**config.mk**
```make
export PLATFORM = sky130hd
export DESIGN_NAME = sound_unit_top
export DESIGN_NICKNAME = d
export VERILOG_FILES = /design/src/design/sound_pkg.sv /design/src/design/spi_mem_slave.sv /design/src/design/byte_bus_bridge.sv /design/src/design/sound_regs.sv /design/src/design/tone_channel.sv /design/src/design/audio_mixer.sv /design/src/design/sound_unit_top.sv
export VERILOG_INCLUDE_DIRS = /design/src /design/src/design
export SDC_FILE = /design/constraint.sdc
export NUM_CORES = 1
export LEC_CHECK = 0
export ABC_AREA = 1
export BUFFER_PORTS_ARGS = -buffer_cell sky130_fd_sc_hd__buf_2
export CORE_MARGIN = 3
export CORE_UTILIZATION = 33
export CTS_CLUSTER_DIAMETER = 30
export DETAILED_ROUTE_END_ITERATION = 8
export PLACE_DENSITY = 0.51
export SYNTH_ARGS = -nofsm -noshare
export SYNTH_HDL_FRONTEND = slang
export SYNTH_SLANG_ARGS = --single-unit
```
**constraint.sdc**
```tcl
create_clock -name clk -period 5.4 [get_ports clk]
set_clock_uncertainty 0.1 [all_clocks]
set_input_delay 1.08 -clock clk [delete_from_list [all_inputs] [get_ports clk]]
set_output_delay 1.08 -clock clk [all_outputs]
set_load 0.02 [all_outputs]
```
**src/design/sound_defs.svh**
```systemverilog
// Sound block constants: channel count, register map and bus widths.
`ifndef SOUND_DEFS_SVH
`define SOUND_DEFS_SVH

// Number of square-wave tone channels.
`define SND_NUM_CHANNELS 4

// Bus widths.
`define SND_ADDR_WIDTH  7
`define SND_BYTE_WIDTH  8
`define SND_WORD_WIDTH  16
`define SND_LEVEL_WIDTH 3

// Register map, as word indices on the 16-bit bus.
`define SND_REG_CTRL      0
`define SND_REG_PRESCALE  1
`define SND_REG_HALF_BASE 2

`endif

```
**src/design/sound_pkg.sv**
```systemverilog
// Shared types and register-index helpers for the sound block.
`include "sound_defs.svh"

package sound_pkg;

  // Data and address vectors.
  typedef logic [`SND_BYTE_WIDTH-1:0]   byte_t;
  typedef logic [`SND_ADDR_WIDTH-1:0]   byte_addr_t;
  typedef logic [`SND_ADDR_WIDTH-2:0]   word_addr_t;
  typedef logic [`SND_WORD_WIDTH-1:0]   reg_word_t;
  typedef logic [1:0]                   byte_en_t;
  // Channel sum, 0 up to the channel count.
  typedef logic [`SND_LEVEL_WIDTH-1:0]  mix_level_t;

  // One request on the register bus.
  typedef struct packed {
    logic       rd;
    logic       wr;
    byte_en_t   be;
    word_addr_t addr;
    reg_word_t  wdata;
  } bus_req_t;

  // SPI slave framing state.
  typedef enum logic [1:0] {IDLE, CMD, DATA} spi_state_t;

  // True for the half-period word of any channel.
  function automatic logic is_half_reg(word_addr_t addr);
    return (int'(addr) >= `SND_REG_HALF_BASE) &&
           (int'(addr) < `SND_REG_HALF_BASE + `SND_NUM_CHANNELS);
  endfunction

  // Channel number of a half-period word.
  function automatic logic [$clog2(`SND_NUM_CHANNELS)-1:0] half_index(word_addr_t addr);
    word_addr_t offset;
    offset = addr - word_addr_t'(`SND_REG_HALF_BASE);
    return offset[$clog2(`SND_NUM_CHANNELS)-1:0];
  endfunction

endpackage

```
**src/design/spi_mem_slave.sv**
```systemverilog
// Mode-0 SPI memory slave: command byte, then auto-incrementing byte reads or writes.
`timescale 1ns/1ps

module spi_mem_slave (
  input  logic                  clk,
  input  logic                  _reset,
  input  logic                  _select,
  input  logic                  sck,
  input  logic                  mosi,
  output logic                  miso,
  output logic                  byte_rd,
  output logic                  byte_wr,
  output sound_pkg::byte_addr_t byte_addr,
  output sound_pkg::byte_t      byte_wdata,
  input  sound_pkg::byte_t      byte_rdata
);

  //////////////////////////////////////////////////////////////////////
  // Pin synchronisation and sck edge detection.
  //////////////////////////////////////////////////////////////////////
  logic [2:0] sck_pipe;
  logic [1:0] mosi_pipe;
  logic [1:0] sel_pipe;

  always_ff @(posedge clk) begin
    if (!_reset) begin
      sck_pipe  <= '0;
      mosi_pipe <= '0;
      // Deselected while in reset.
      sel_pipe  <= '1;
    end else begin
      sck_pipe  <= {sck_pipe[1:0], sck};
      mosi_pipe <= {mosi_pipe[0], mosi};
      sel_pipe  <= {sel_pipe[0], _select};
    end
  end

  logic selected;
  logic sck_rise;
  logic sck_fall;
  assign selected = ~sel_pipe[1];
  assign sck_rise = selected & sck_pipe[1] & ~sck_pipe[2];
  assign sck_fall = selected & ~sck_pipe[1] & sck_pipe[2];

  //////////////////////////////////////////////////////////////////////
  // Framing FSM.
  //////////////////////////////////////////////////////////////////////
  sound_pkg::spi_state_t state;
  logic [2:0]            bit_cnt;
  logic                  is_write;
  logic                  rd_wait;
  logic                  miso_q;
  sound_pkg::byte_t      rx_shift;
  sound_pkg::byte_t      rx_byte;
  sound_pkg::byte_t      tx_shift;
  sound_pkg::byte_addr_t addr;
  logic                  byte_done;

  // Incoming byte including the bit sampled on this edge.
  assign rx_byte   = {rx_shift[6:0], mosi_pipe[1]};
  assign byte_done = sck_rise & (bit_cnt == 3'd7);

  always_ff @(posedge clk) begin
    if (!_reset) begin
      state    <= sound_pkg::IDLE;
      bit_cnt  <= '0;
      is_write <= 1'b0;
      byte_rd  <= 1'b0;
      byte_wr  <= 1'b0;
      rd_wait  <= 1'b0;
      miso_q   <= 1'b0;
    end else begin
      byte_rd <= 1'b0;
      byte_wr <= 1'b0;
      // Read data arrives one cycle after the strobe.
      rd_wait <= byte_rd;
      if (!selected) begin
        state   <= sound_pkg::IDLE;
        bit_cnt <= '0;
        miso_q  <= 1'b0;
      end else begin
        if (state == sound_pkg::IDLE)
          state <= sound_pkg::CMD;
        // Mode 0: drive the next bit on the falling edge.
        if (sck_fall)
          miso_q <= tx_shift[7];
        if (sck_rise)
          bit_cnt <= bit_cnt + 3'd1;
        if (byte_done) begin
          if (state != sound_pkg::DATA) begin
            // Command byte. Reads fetch the first byte at once.
            is_write <= rx_byte[7];
            byte_rd  <= ~rx_byte[7];
            state    <= sound_pkg::DATA;
          end else if (is_write) begin
            byte_wr <= 1'b1;
          end else begin
            byte_rd <= 1'b1;
          end
        end
      end
    end
  end

  // Shift registers and address pointer.
  always_ff @(posedge clk) begin
    if (sck_rise)
      rx_shift <= rx_byte;
    if (!selected)
      tx_shift <= '0;
    else if (rd_wait)
      tx_shift <= byte_rdata;
    else if (sck_fall)
      tx_shift <= {tx_shift[6:0], 1'b0};
    if (byte_done) begin
      if (state != sound_pkg::DATA) begin
        byte_addr <= rx_byte[6:0];
        // addr always holds the next byte to access.
        addr      <= rx_byte[6:0] + {6'd0, ~rx_byte[7]};
      end else begin
        byte_addr  <= addr;
        byte_wdata <= rx_byte;
        addr       <= addr + 7'd1;
      end
    end
  end

  // Output only while the host selects us.
  assign miso = miso_q & ~_select;

endmodule

```
**src/design/byte_bus_bridge.sv**
```systemverilog
// Widens SPI byte accesses to the 16-bit register bus and narrows read data.
`timescale 1ns/1ps
`include "sound_defs.svh"

module byte_bus_bridge (
  input  logic                  clk,
  input  logic                  _reset,
  input  logic                  byte_rd,
  input  logic                  byte_wr,
  input  sound_pkg::byte_addr_t byte_addr,
  input  sound_pkg::byte_t      byte_wdata,
  output sound_pkg::byte_t      byte_rdata,
  output sound_pkg::bus_req_t   req,
  input  sound_pkg::reg_word_t  reg_rdata
);

  // Lane of the read in flight.
  logic rd_lane;

  //////////////////////////////////////////////////////////////////////
  // Request path, purely combinational.
  //////////////////////////////////////////////////////////////////////

  // Strobes pass straight through.
  assign req.rd = byte_rd;
  assign req.wr = byte_wr;

  // Word address is the byte address shifted down by one.
  assign req.addr = byte_addr[`SND_ADDR_WIDTH-1:1];

  // Odd bytes live in the upper lane.
  assign req.be = byte_addr[0] ? 2'b10 : 2'b01;

  // Same byte on both lanes; the enable picks one.
  assign req.wdata = {byte_wdata, byte_wdata};

  //////////////////////////////////////////////////////////////////////
  // Read return path.
  //////////////////////////////////////////////////////////////////////

  // Register data comes back one cycle after rd, so hold the lane.
  always_ff @(posedge clk) begin
    if (!_reset)
      rd_lane <= 1'b0;
    else if (byte_rd)
      rd_lane <= byte_addr[0];
  end

  // Select the upper or lower byte.
  assign byte_rdata = rd_lane ? reg_rdata[2*`SND_BYTE_WIDTH-1:`SND_BYTE_WIDTH]
                              : reg_rdata[`SND_BYTE_WIDTH-1:0];

endmodule

```
**src/design/sound_regs.sv**
```systemverilog
// Sound register bank: control, prescaler and half periods, plus the prescale tick.
`timescale 1ns/1ps
`include "sound_defs.svh"

module sound_regs (
  input  logic                                        clk,
  input  logic                                        _reset,
  input  sound_pkg::bus_req_t                         req,
  output sound_pkg::reg_word_t                        reg_rdata,
  output logic                                        tick,
  output logic [`SND_NUM_CHANNELS-1:0]                ch_enable,
  output sound_pkg::reg_word_t [`SND_NUM_CHANNELS-1:0] ch_half,
  output logic [`SND_NUM_CHANNELS-1:0]                pan_left,
  output logic [`SND_NUM_CHANNELS-1:0]                pan_right
);

  sound_pkg::reg_word_t ctrl;
  sound_pkg::reg_word_t prescale;
  sound_pkg::reg_word_t presc_cnt;
  sound_pkg::reg_word_t rd_mux;
  // Per-bit write mask from the byte enables.
  sound_pkg::reg_word_t wr_mask;

  assign wr_mask = {{`SND_BYTE_WIDTH{req.be[1]}}, {`SND_BYTE_WIDTH{req.be[0]}}};

  //////////////////////////////////////////////////////////////////////
  // Register writes.
  //////////////////////////////////////////////////////////////////////
  always_ff @(posedge clk) begin
    if (!_reset) begin
      ctrl     <= '0;
      prescale <= '0;
      ch_half  <= '0;
    end else if (req.wr) begin
      if (req.addr == sound_pkg::word_addr_t'(`SND_REG_CTRL))
        ctrl <= (ctrl & ~wr_mask) | (req.wdata & wr_mask);
      if (req.addr == sound_pkg::word_addr_t'(`SND_REG_PRESCALE))
        prescale <= (prescale & ~wr_mask) | (req.wdata & wr_mask);
      if (sound_pkg::is_half_reg(req.addr))
        ch_half[sound_pkg::half_index(req.addr)] <=
            (ch_half[sound_pkg::half_index(req.addr)] & ~wr_mask) | (req.wdata & wr_mask);
    end
  end

  //////////////////////////////////////////////////////////////////////
  // Register reads, one cycle after rd.
  //////////////////////////////////////////////////////////////////////
  always_comb begin
    // Unmapped words read as zero.
    rd_mux = '0;
    if (req.addr == sound_pkg::word_addr_t'(`SND_REG_CTRL))
      rd_mux = ctrl;
    else if (req.addr == sound_pkg::word_addr_t'(`SND_REG_PRESCALE))
      rd_mux = prescale;
    else if (sound_pkg::is_half_reg(req.addr))
      rd_mux = ch_half[sound_pkg::half_index(req.addr)];
  end

  always_ff @(posedge clk) begin
    if (!_reset)
      reg_rdata <= '0;
    else if (req.rd)
      reg_rdata <= rd_mux;
  end

  // Prescaler: one tick every prescale + 1 cycles.
  always_ff @(posedge clk) begin
    if (!_reset) begin
      presc_cnt <= '0;
      tick      <= 1'b0;
    end else if (presc_cnt >= prescale) begin
      presc_cnt <= '0;
      tick      <= 1'b1;
    end else begin
      presc_cnt <= presc_cnt + 16'd1;
      tick      <= 1'b0;
    end
  end

  // Control fields.
  assign ch_enable = ctrl[`SND_NUM_CHANNELS-1:0];
  assign pan_left  = ctrl[2*`SND_NUM_CHANNELS-1:`SND_NUM_CHANNELS];
  assign pan_right = ctrl[3*`SND_NUM_CHANNELS-1:2*`SND_NUM_CHANNELS];

endmodule

```
**src/design/tone_channel.sv**
```systemverilog
// Square-wave tone generator driven by the shared prescale tick.
`timescale 1ns/1ps

module tone_channel (
  input  logic                 clk,
  input  logic                 _reset,
  input  logic                 tick,
  input  logic                 enable,
  input  sound_pkg::reg_word_t half_period,
  output logic                 wave
);

  // Ticks counted in the current half period.
  sound_pkg::reg_word_t cnt;
  logic                 active;
  logic                 half_done;

  // A zero half period silences the channel.
  assign active = enable & (half_period != '0);

  // Last tick of this half period.
  // Also catches a half period shortened below the count.
  assign half_done = (cnt >= half_period - 16'd1);

  always_ff @(posedge clk) begin
    if (!_reset) begin
      cnt  <= '0;
      wave <= 1'b0;
    end else if (!active) begin
      // Idle: restart from a low level.
      cnt  <= '0;
      wave <= 1'b0;
    end else if (tick) begin
      if (half_done) begin
        cnt  <= '0;
        wave <= ~wave;
      end else begin
        cnt <= cnt + 16'd1;
      end
    end
  end

endmodule

```
**src/design/audio_mixer.sv**
```systemverilog
// Sums panned channel waves per side and drives two 1-bit PWM outputs.
`timescale 1ns/1ps
`include "sound_defs.svh"

module audio_mixer (
  input  logic                         clk,
  input  logic                         _reset,
  input  logic [`SND_NUM_CHANNELS-1:0] wave,
  input  logic [`SND_NUM_CHANNELS-1:0] pan_left,
  input  logic [`SND_NUM_CHANNELS-1:0] pan_right,
  output logic                         audio_l,
  output logic                         audio_r
);

  sound_pkg::mix_level_t sum_l;
  sound_pkg::mix_level_t sum_r;
  sound_pkg::mix_level_t level_l;
  sound_pkg::mix_level_t level_r;
  sound_pkg::mix_level_t pwm_cnt;

  // Count active waves routed to each side.
  always_comb begin
    sum_l = '0;
    sum_r = '0;
    for (int k = 0; k < `SND_NUM_CHANNELS; k++) begin
      sum_l = sum_l + sound_pkg::mix_level_t'(wave[k] & pan_left[k]);
      sum_r = sum_r + sound_pkg::mix_level_t'(wave[k] & pan_right[k]);
    end
  end

  // Registered levels and a PWM counter modulo the channel count.
  always_ff @(posedge clk) begin
    if (!_reset) begin
      level_l <= '0;
      level_r <= '0;
      pwm_cnt <= '0;
    end else begin
      level_l <= sum_l;
      level_r <= sum_r;
      if (pwm_cnt == sound_pkg::mix_level_t'(`SND_NUM_CHANNELS - 1))
        pwm_cnt <= '0;
      else
        pwm_cnt <= pwm_cnt + 3'd1;
    end
  end

  // Duty cycle is level out of the channel count.
  assign audio_l = (pwm_cnt < level_l);
  assign audio_r = (pwm_cnt < level_r);

endmodule

```
**src/design/sound_unit_top.sv**
```systemverilog
// Sound unit top: SPI host port, register bus, tone channels and PWM mixer.
`timescale 1ns/1ps
`include "sound_defs.svh"

module sound_unit_top (
  input  logic clk,
  input  logic _reset,
  input  logic _select,
  input  logic sck,
  input  logic mosi,
  output logic miso,
  output logic audio_l,
  output logic audio_r
);

  // SPI slave to bridge.
  logic                  byte_rd;
  logic                  byte_wr;
  sound_pkg::byte_addr_t byte_addr;
  sound_pkg::byte_t      byte_wdata;
  sound_pkg::byte_t      byte_rdata;

  // Register bus.
  sound_pkg::bus_req_t   req;
  sound_pkg::reg_word_t  reg_rdata;

  // Register bank to channels and mixer.
  logic                                         tick;
  logic [`SND_NUM_CHANNELS-1:0]                 ch_enable;
  sound_pkg::reg_word_t [`SND_NUM_CHANNELS-1:0] ch_half;
  logic [`SND_NUM_CHANNELS-1:0]                 pan_left;
  logic [`SND_NUM_CHANNELS-1:0]                 pan_right;
  logic [`SND_NUM_CHANNELS-1:0]                 ch_wave;

  //////////////////////////////////////////////////////////////////////
  // Host access path.
  //////////////////////////////////////////////////////////////////////
  spi_mem_slave spi_i (
    .clk(clk), ._reset(_reset),
    ._select(_select), .sck(sck), .mosi(mosi), .miso(miso),
    .byte_rd(byte_rd), .byte_wr(byte_wr), .byte_addr(byte_addr),
    .byte_wdata(byte_wdata), .byte_rdata(byte_rdata)
  );

  byte_bus_bridge bridge_i (
    .clk(clk), ._reset(_reset),
    .byte_rd(byte_rd), .byte_wr(byte_wr), .byte_addr(byte_addr),
    .byte_wdata(byte_wdata), .byte_rdata(byte_rdata),
    .req(req), .reg_rdata(reg_rdata)
  );

  sound_regs regs_i (
    .clk(clk), ._reset(_reset), .req(req), .reg_rdata(reg_rdata),
    .tick(tick), .ch_enable(ch_enable), .ch_half(ch_half),
    .pan_left(pan_left), .pan_right(pan_right)
  );

  // One tone generator per channel.
  for (genvar k = 0; k < `SND_NUM_CHANNELS; k++) begin : g_chan
    tone_channel chan_i (
      .clk(clk), ._reset(_reset), .tick(tick),
      .enable(ch_enable[k]), .half_period(ch_half[k]), .wave(ch_wave[k])
    );
  end

  audio_mixer mixer_i (
    .clk(clk), ._reset(_reset), .wave(ch_wave),
    .pan_left(pan_left), .pan_right(pan_right),
    .audio_l(audio_l), .audio_r(audio_r)
  );

endmodule

```
==> summary.md <==
## Clocking
- 590 ps — Clock Latency Late Sink
- 3 — maximum clock insertion buffer count
- 0 — number of buffers inserted for hold repair after clock tree synthesis
- 3 — count of H-tree levels built during CTS
- 73 — number of CTS-inserted buffers
- 0 — Post-CTS Setup Bufs
- clkbuf_16 — cell at the root of the clock tree
- built — TritonCTS clock tree
- 50 ps — Clk pin slew, worst setup/hold paths
- 261 — number of sinks handled by clock tree synthesis
- 0 — # resized after CTS

## Placed design
- 0.945 — final weighted congestion in routability-driven placement
- 7 — port bufs
- 28800 um — sum of net half-perimeters after detailed placement

## Power and ir drop
- 0.000283 V — peak supply drop
- 7.75 nW — Leak
- 369 nW/um2 — total power divided by cell area

## STA
- 0 ps — setup total negative slack
- 0 — hold violation count in the final report
- 0 — final count of pins violating max slew
- 0 — total setup violations reported at the end of the flow
- no — setup repair after global routing missed its margin
- 307 MHz — fmax
- 311 ps — Post-Route Hold Slack
- 1240 ps — actual slew at the worst max-slew pin
- 16.6% — normalized max-slew margin
- 3260 ps — min cycle time layout
- 60.3% — post-route fraction of the period consumed by the critical path

## Min path
- reg -> reg — Hold WC Path Type

## Route
- 0 — remaining antenna violation count after routing
- 12.6k — routed via count
- 15.0 um — wire length per cell
- 6 — detailed-router iteration count before antenna repair
- 39500 um — routed wire length
- 0 — # DRC
- 4.78 — vias per cell
- 915 — iteration-0 DRC count of the detailed router

## Synth
- 1973 — post-synthesis instance total
- 38.5% — sequential area share after synthesis
- 0% — Async S/R FF share, synth
- 29 — number of synthesized flops with an enable pin
- 2084 — Syn Nets
- 261 — count of state elements after synthesis
- 7.25 um2 — mean instance size in the synthesized netlist
- dfxtp_1 — ys flop type
- 0 — total number of yosys warnings
- 14300 um2 — netlist area before placement
- 43 — post-synthesis cell type count

## Cells and area
- 7.37% — share of post-route cells with drive strength above 1
- 2117 — final-stage net count
- 0 — diode insertion count for antenna repair
- nand2_1 — commonest non-fill, non-tap cell in the layout
- nand2_1 (438), nor2_1 (253), inv_1 (241) — highest-count cells in the layout ignoring fill and taps
- 7630 um2 — area of the multi-input gates
- 4424 — number of fill cells
- 21.7% — Layout Area Growth over Synthesis
- 5520 um2 — register area

## Critical path
- 3650 ps — Worst Path Arrival
- nand2_1 — CP dominant cell by count
- dfxtp_1 — Slowest cell on crit path
- 14 — largest fanout on the critical path
- simple AND/OR/NAND/NOR gates — largest delay contributor family on the critical path
- 2 — number of buffer and inverter stages on the critical path
- 340 ps — Largest stage delay, worst path
- 5800 ps — CP required
- reg -> reg — kind of critical path
- inv_1 > nand3_1 > nor3_1 > nand2_1 > nor2_1 > nand2_1 > xnor2_1 > inv_1 > ha_1 > a21oi_1 > o21ai_0 > nor2_1 > nand2_1 > nand2_1 > nand2_1 > nor2_1 — crit path cell chain
- register — startpoint kind of the worst setup timing path
- register — critical path capture point type

## Die
- 8 — # IOs
- 33.7% — Initial Utilization
- 45900 um2 — area enclosed by the die boundary
- 214 um — width of the die
- 42400 um2 — core box area
- 214 um — Die H
- 75 — row count

## Global routing
- 17.1% — global-route total usage across every layer
- 47 — maximum number of pins on one net before global-route repair
- 63700 um — global-route wire length before repair
- 0 — overflow left after global routing
- 12.2k — number of global-route vias before repair
- 0 — antenna violations before repair

## Run
- 0 — Max Cap Viol

## Run status
- complete, no violations — outcome

Yosys cell counts (9+ instances only):
| master | n | area (um2) |
|---|---|---|
| dfxtp_1 | 232 | 4640 |
| ha_1 | 104 | 1300 |
| xor2_1 | 80 | 701 |
| inv_1 | 241 | 905 |
| o21ai_1 | 11 | 55.1 |
| o21ai_0 | 127 | 636 |
| a21oi_1 | 164 | 821 |
| a22oi_1 | 16 | 120 |
| nand3_1 | 71 | 355 |
| a21o_1 | 11 | 82.6 |
| nand4_1 | 24 | 150 |
| nand2_1 | 438 | 1640 |
| edfxtp_1 | 29 | 871 |
| nor3_1 | 28 | 140 |
| clkbuf_1 | 30 | 113 |
| buf_2 | 15 | 75.1 |
| nor2_1 | 253 | 950 |
| xnor2_1 | 28 | 245 |
| o22ai_1 | 9 | 56.3 |
path summary, 6_finish.rpt:
check | startpoint | to | slack, ps | depth (start not counted)
worst max register to register | regs_i.ch_half[48]$_SDFFE_PN0P_ | g_chan[3].chan_i.cnt[8]$_SDFFE_PN0P_ | 2140 | 16
worst min-delay path | spi_i.sel_pipe[0]$_SDFF_PN1_ | spi_i.sel_pipe[1]$_SDFF_PN1_ | 310 | 1
worst min register to register | spi_i.sel_pipe[0]$_SDFF_PN1_ | spi_i.sel_pipe[1]$_SDFF_PN1_ | 310 | 1
worst max-delay path | regs_i.ch_half[48]$_SDFFE_PN0P_ | g_chan[3].chan_i.cnt[8]$_SDFFE_PN0P_ | 2140 | 16
per-stage QoR:
step	setup slack [ps]	cell area, um2	utilization (%)	instances	power, mW
2_1_floorplan	2660	14300	-	1973	2.05
3_3_place_gp	2250	14900	35.1	2508	2.07
3_5_place_dp	2170	14900	35.1	2508	2.08
4_1_cts	2150	17400	41.1	2639	6.51
5_1_grt	1680	17400	41.1	2639	6.64
6_report	2140	17400	41.1	2639	6.42
metal layers:
layer  up-vias  global-route usage, %  wire length [um]
met5         -                      0                 0
met3        77                   4.25              2080
met4         0                   6.68              1290
met1      5783                   22.3             18100
met2       281                   27.2             18000
li1       6481                      -                 -
kinds of logic (layout without fill, tap and decap cells):
group,Yosys count,in the layout,synth area share [%]
adder cells (fa/ha/maj),106,106,9.37
XOR/XNOR,108,108,6.61
AND/OR/NAND/NOR,838,838,23.9
AO/OA/AOI/OAI,357,357,13.4
buffers and inverters,303,392,8.16
flip-flops,261,261,38.5
worst register-to-register path: stages, from the launching register on:
cell     delay (ps)
dfxtp_1         340
inv_1           120
nand3_1         110
nor3_1          330
nand2_1         140
nor2_1          210
nand2_1         100
xnor2_1         150
inv_1            70
ha_1            310
a21oi_1         160
o21ai_0         110
nor2_1          220
nand2_1          80
nand2_1         100
nand2_1         330
nor2_1          200
where the power goes:
part | total, mW | switching (mW) | internal [mW]
registers | 1.98 | 0.00672 | 1.97
clock network | 4.38 | 1.27 | 3.12
logic | 0.0631 | 0.0443 | 0.0188
layout make-up:
cell class,instances,area share (%)
clock buffer,103,12.1
clock inverter,28,2.52
inverter,249,5.37
multi-input combinational,1409,43.8
sequential,261,31.7
tap,577,4.15
timing repair buffer,12,0.417
(Power assumes the default switching activity.)
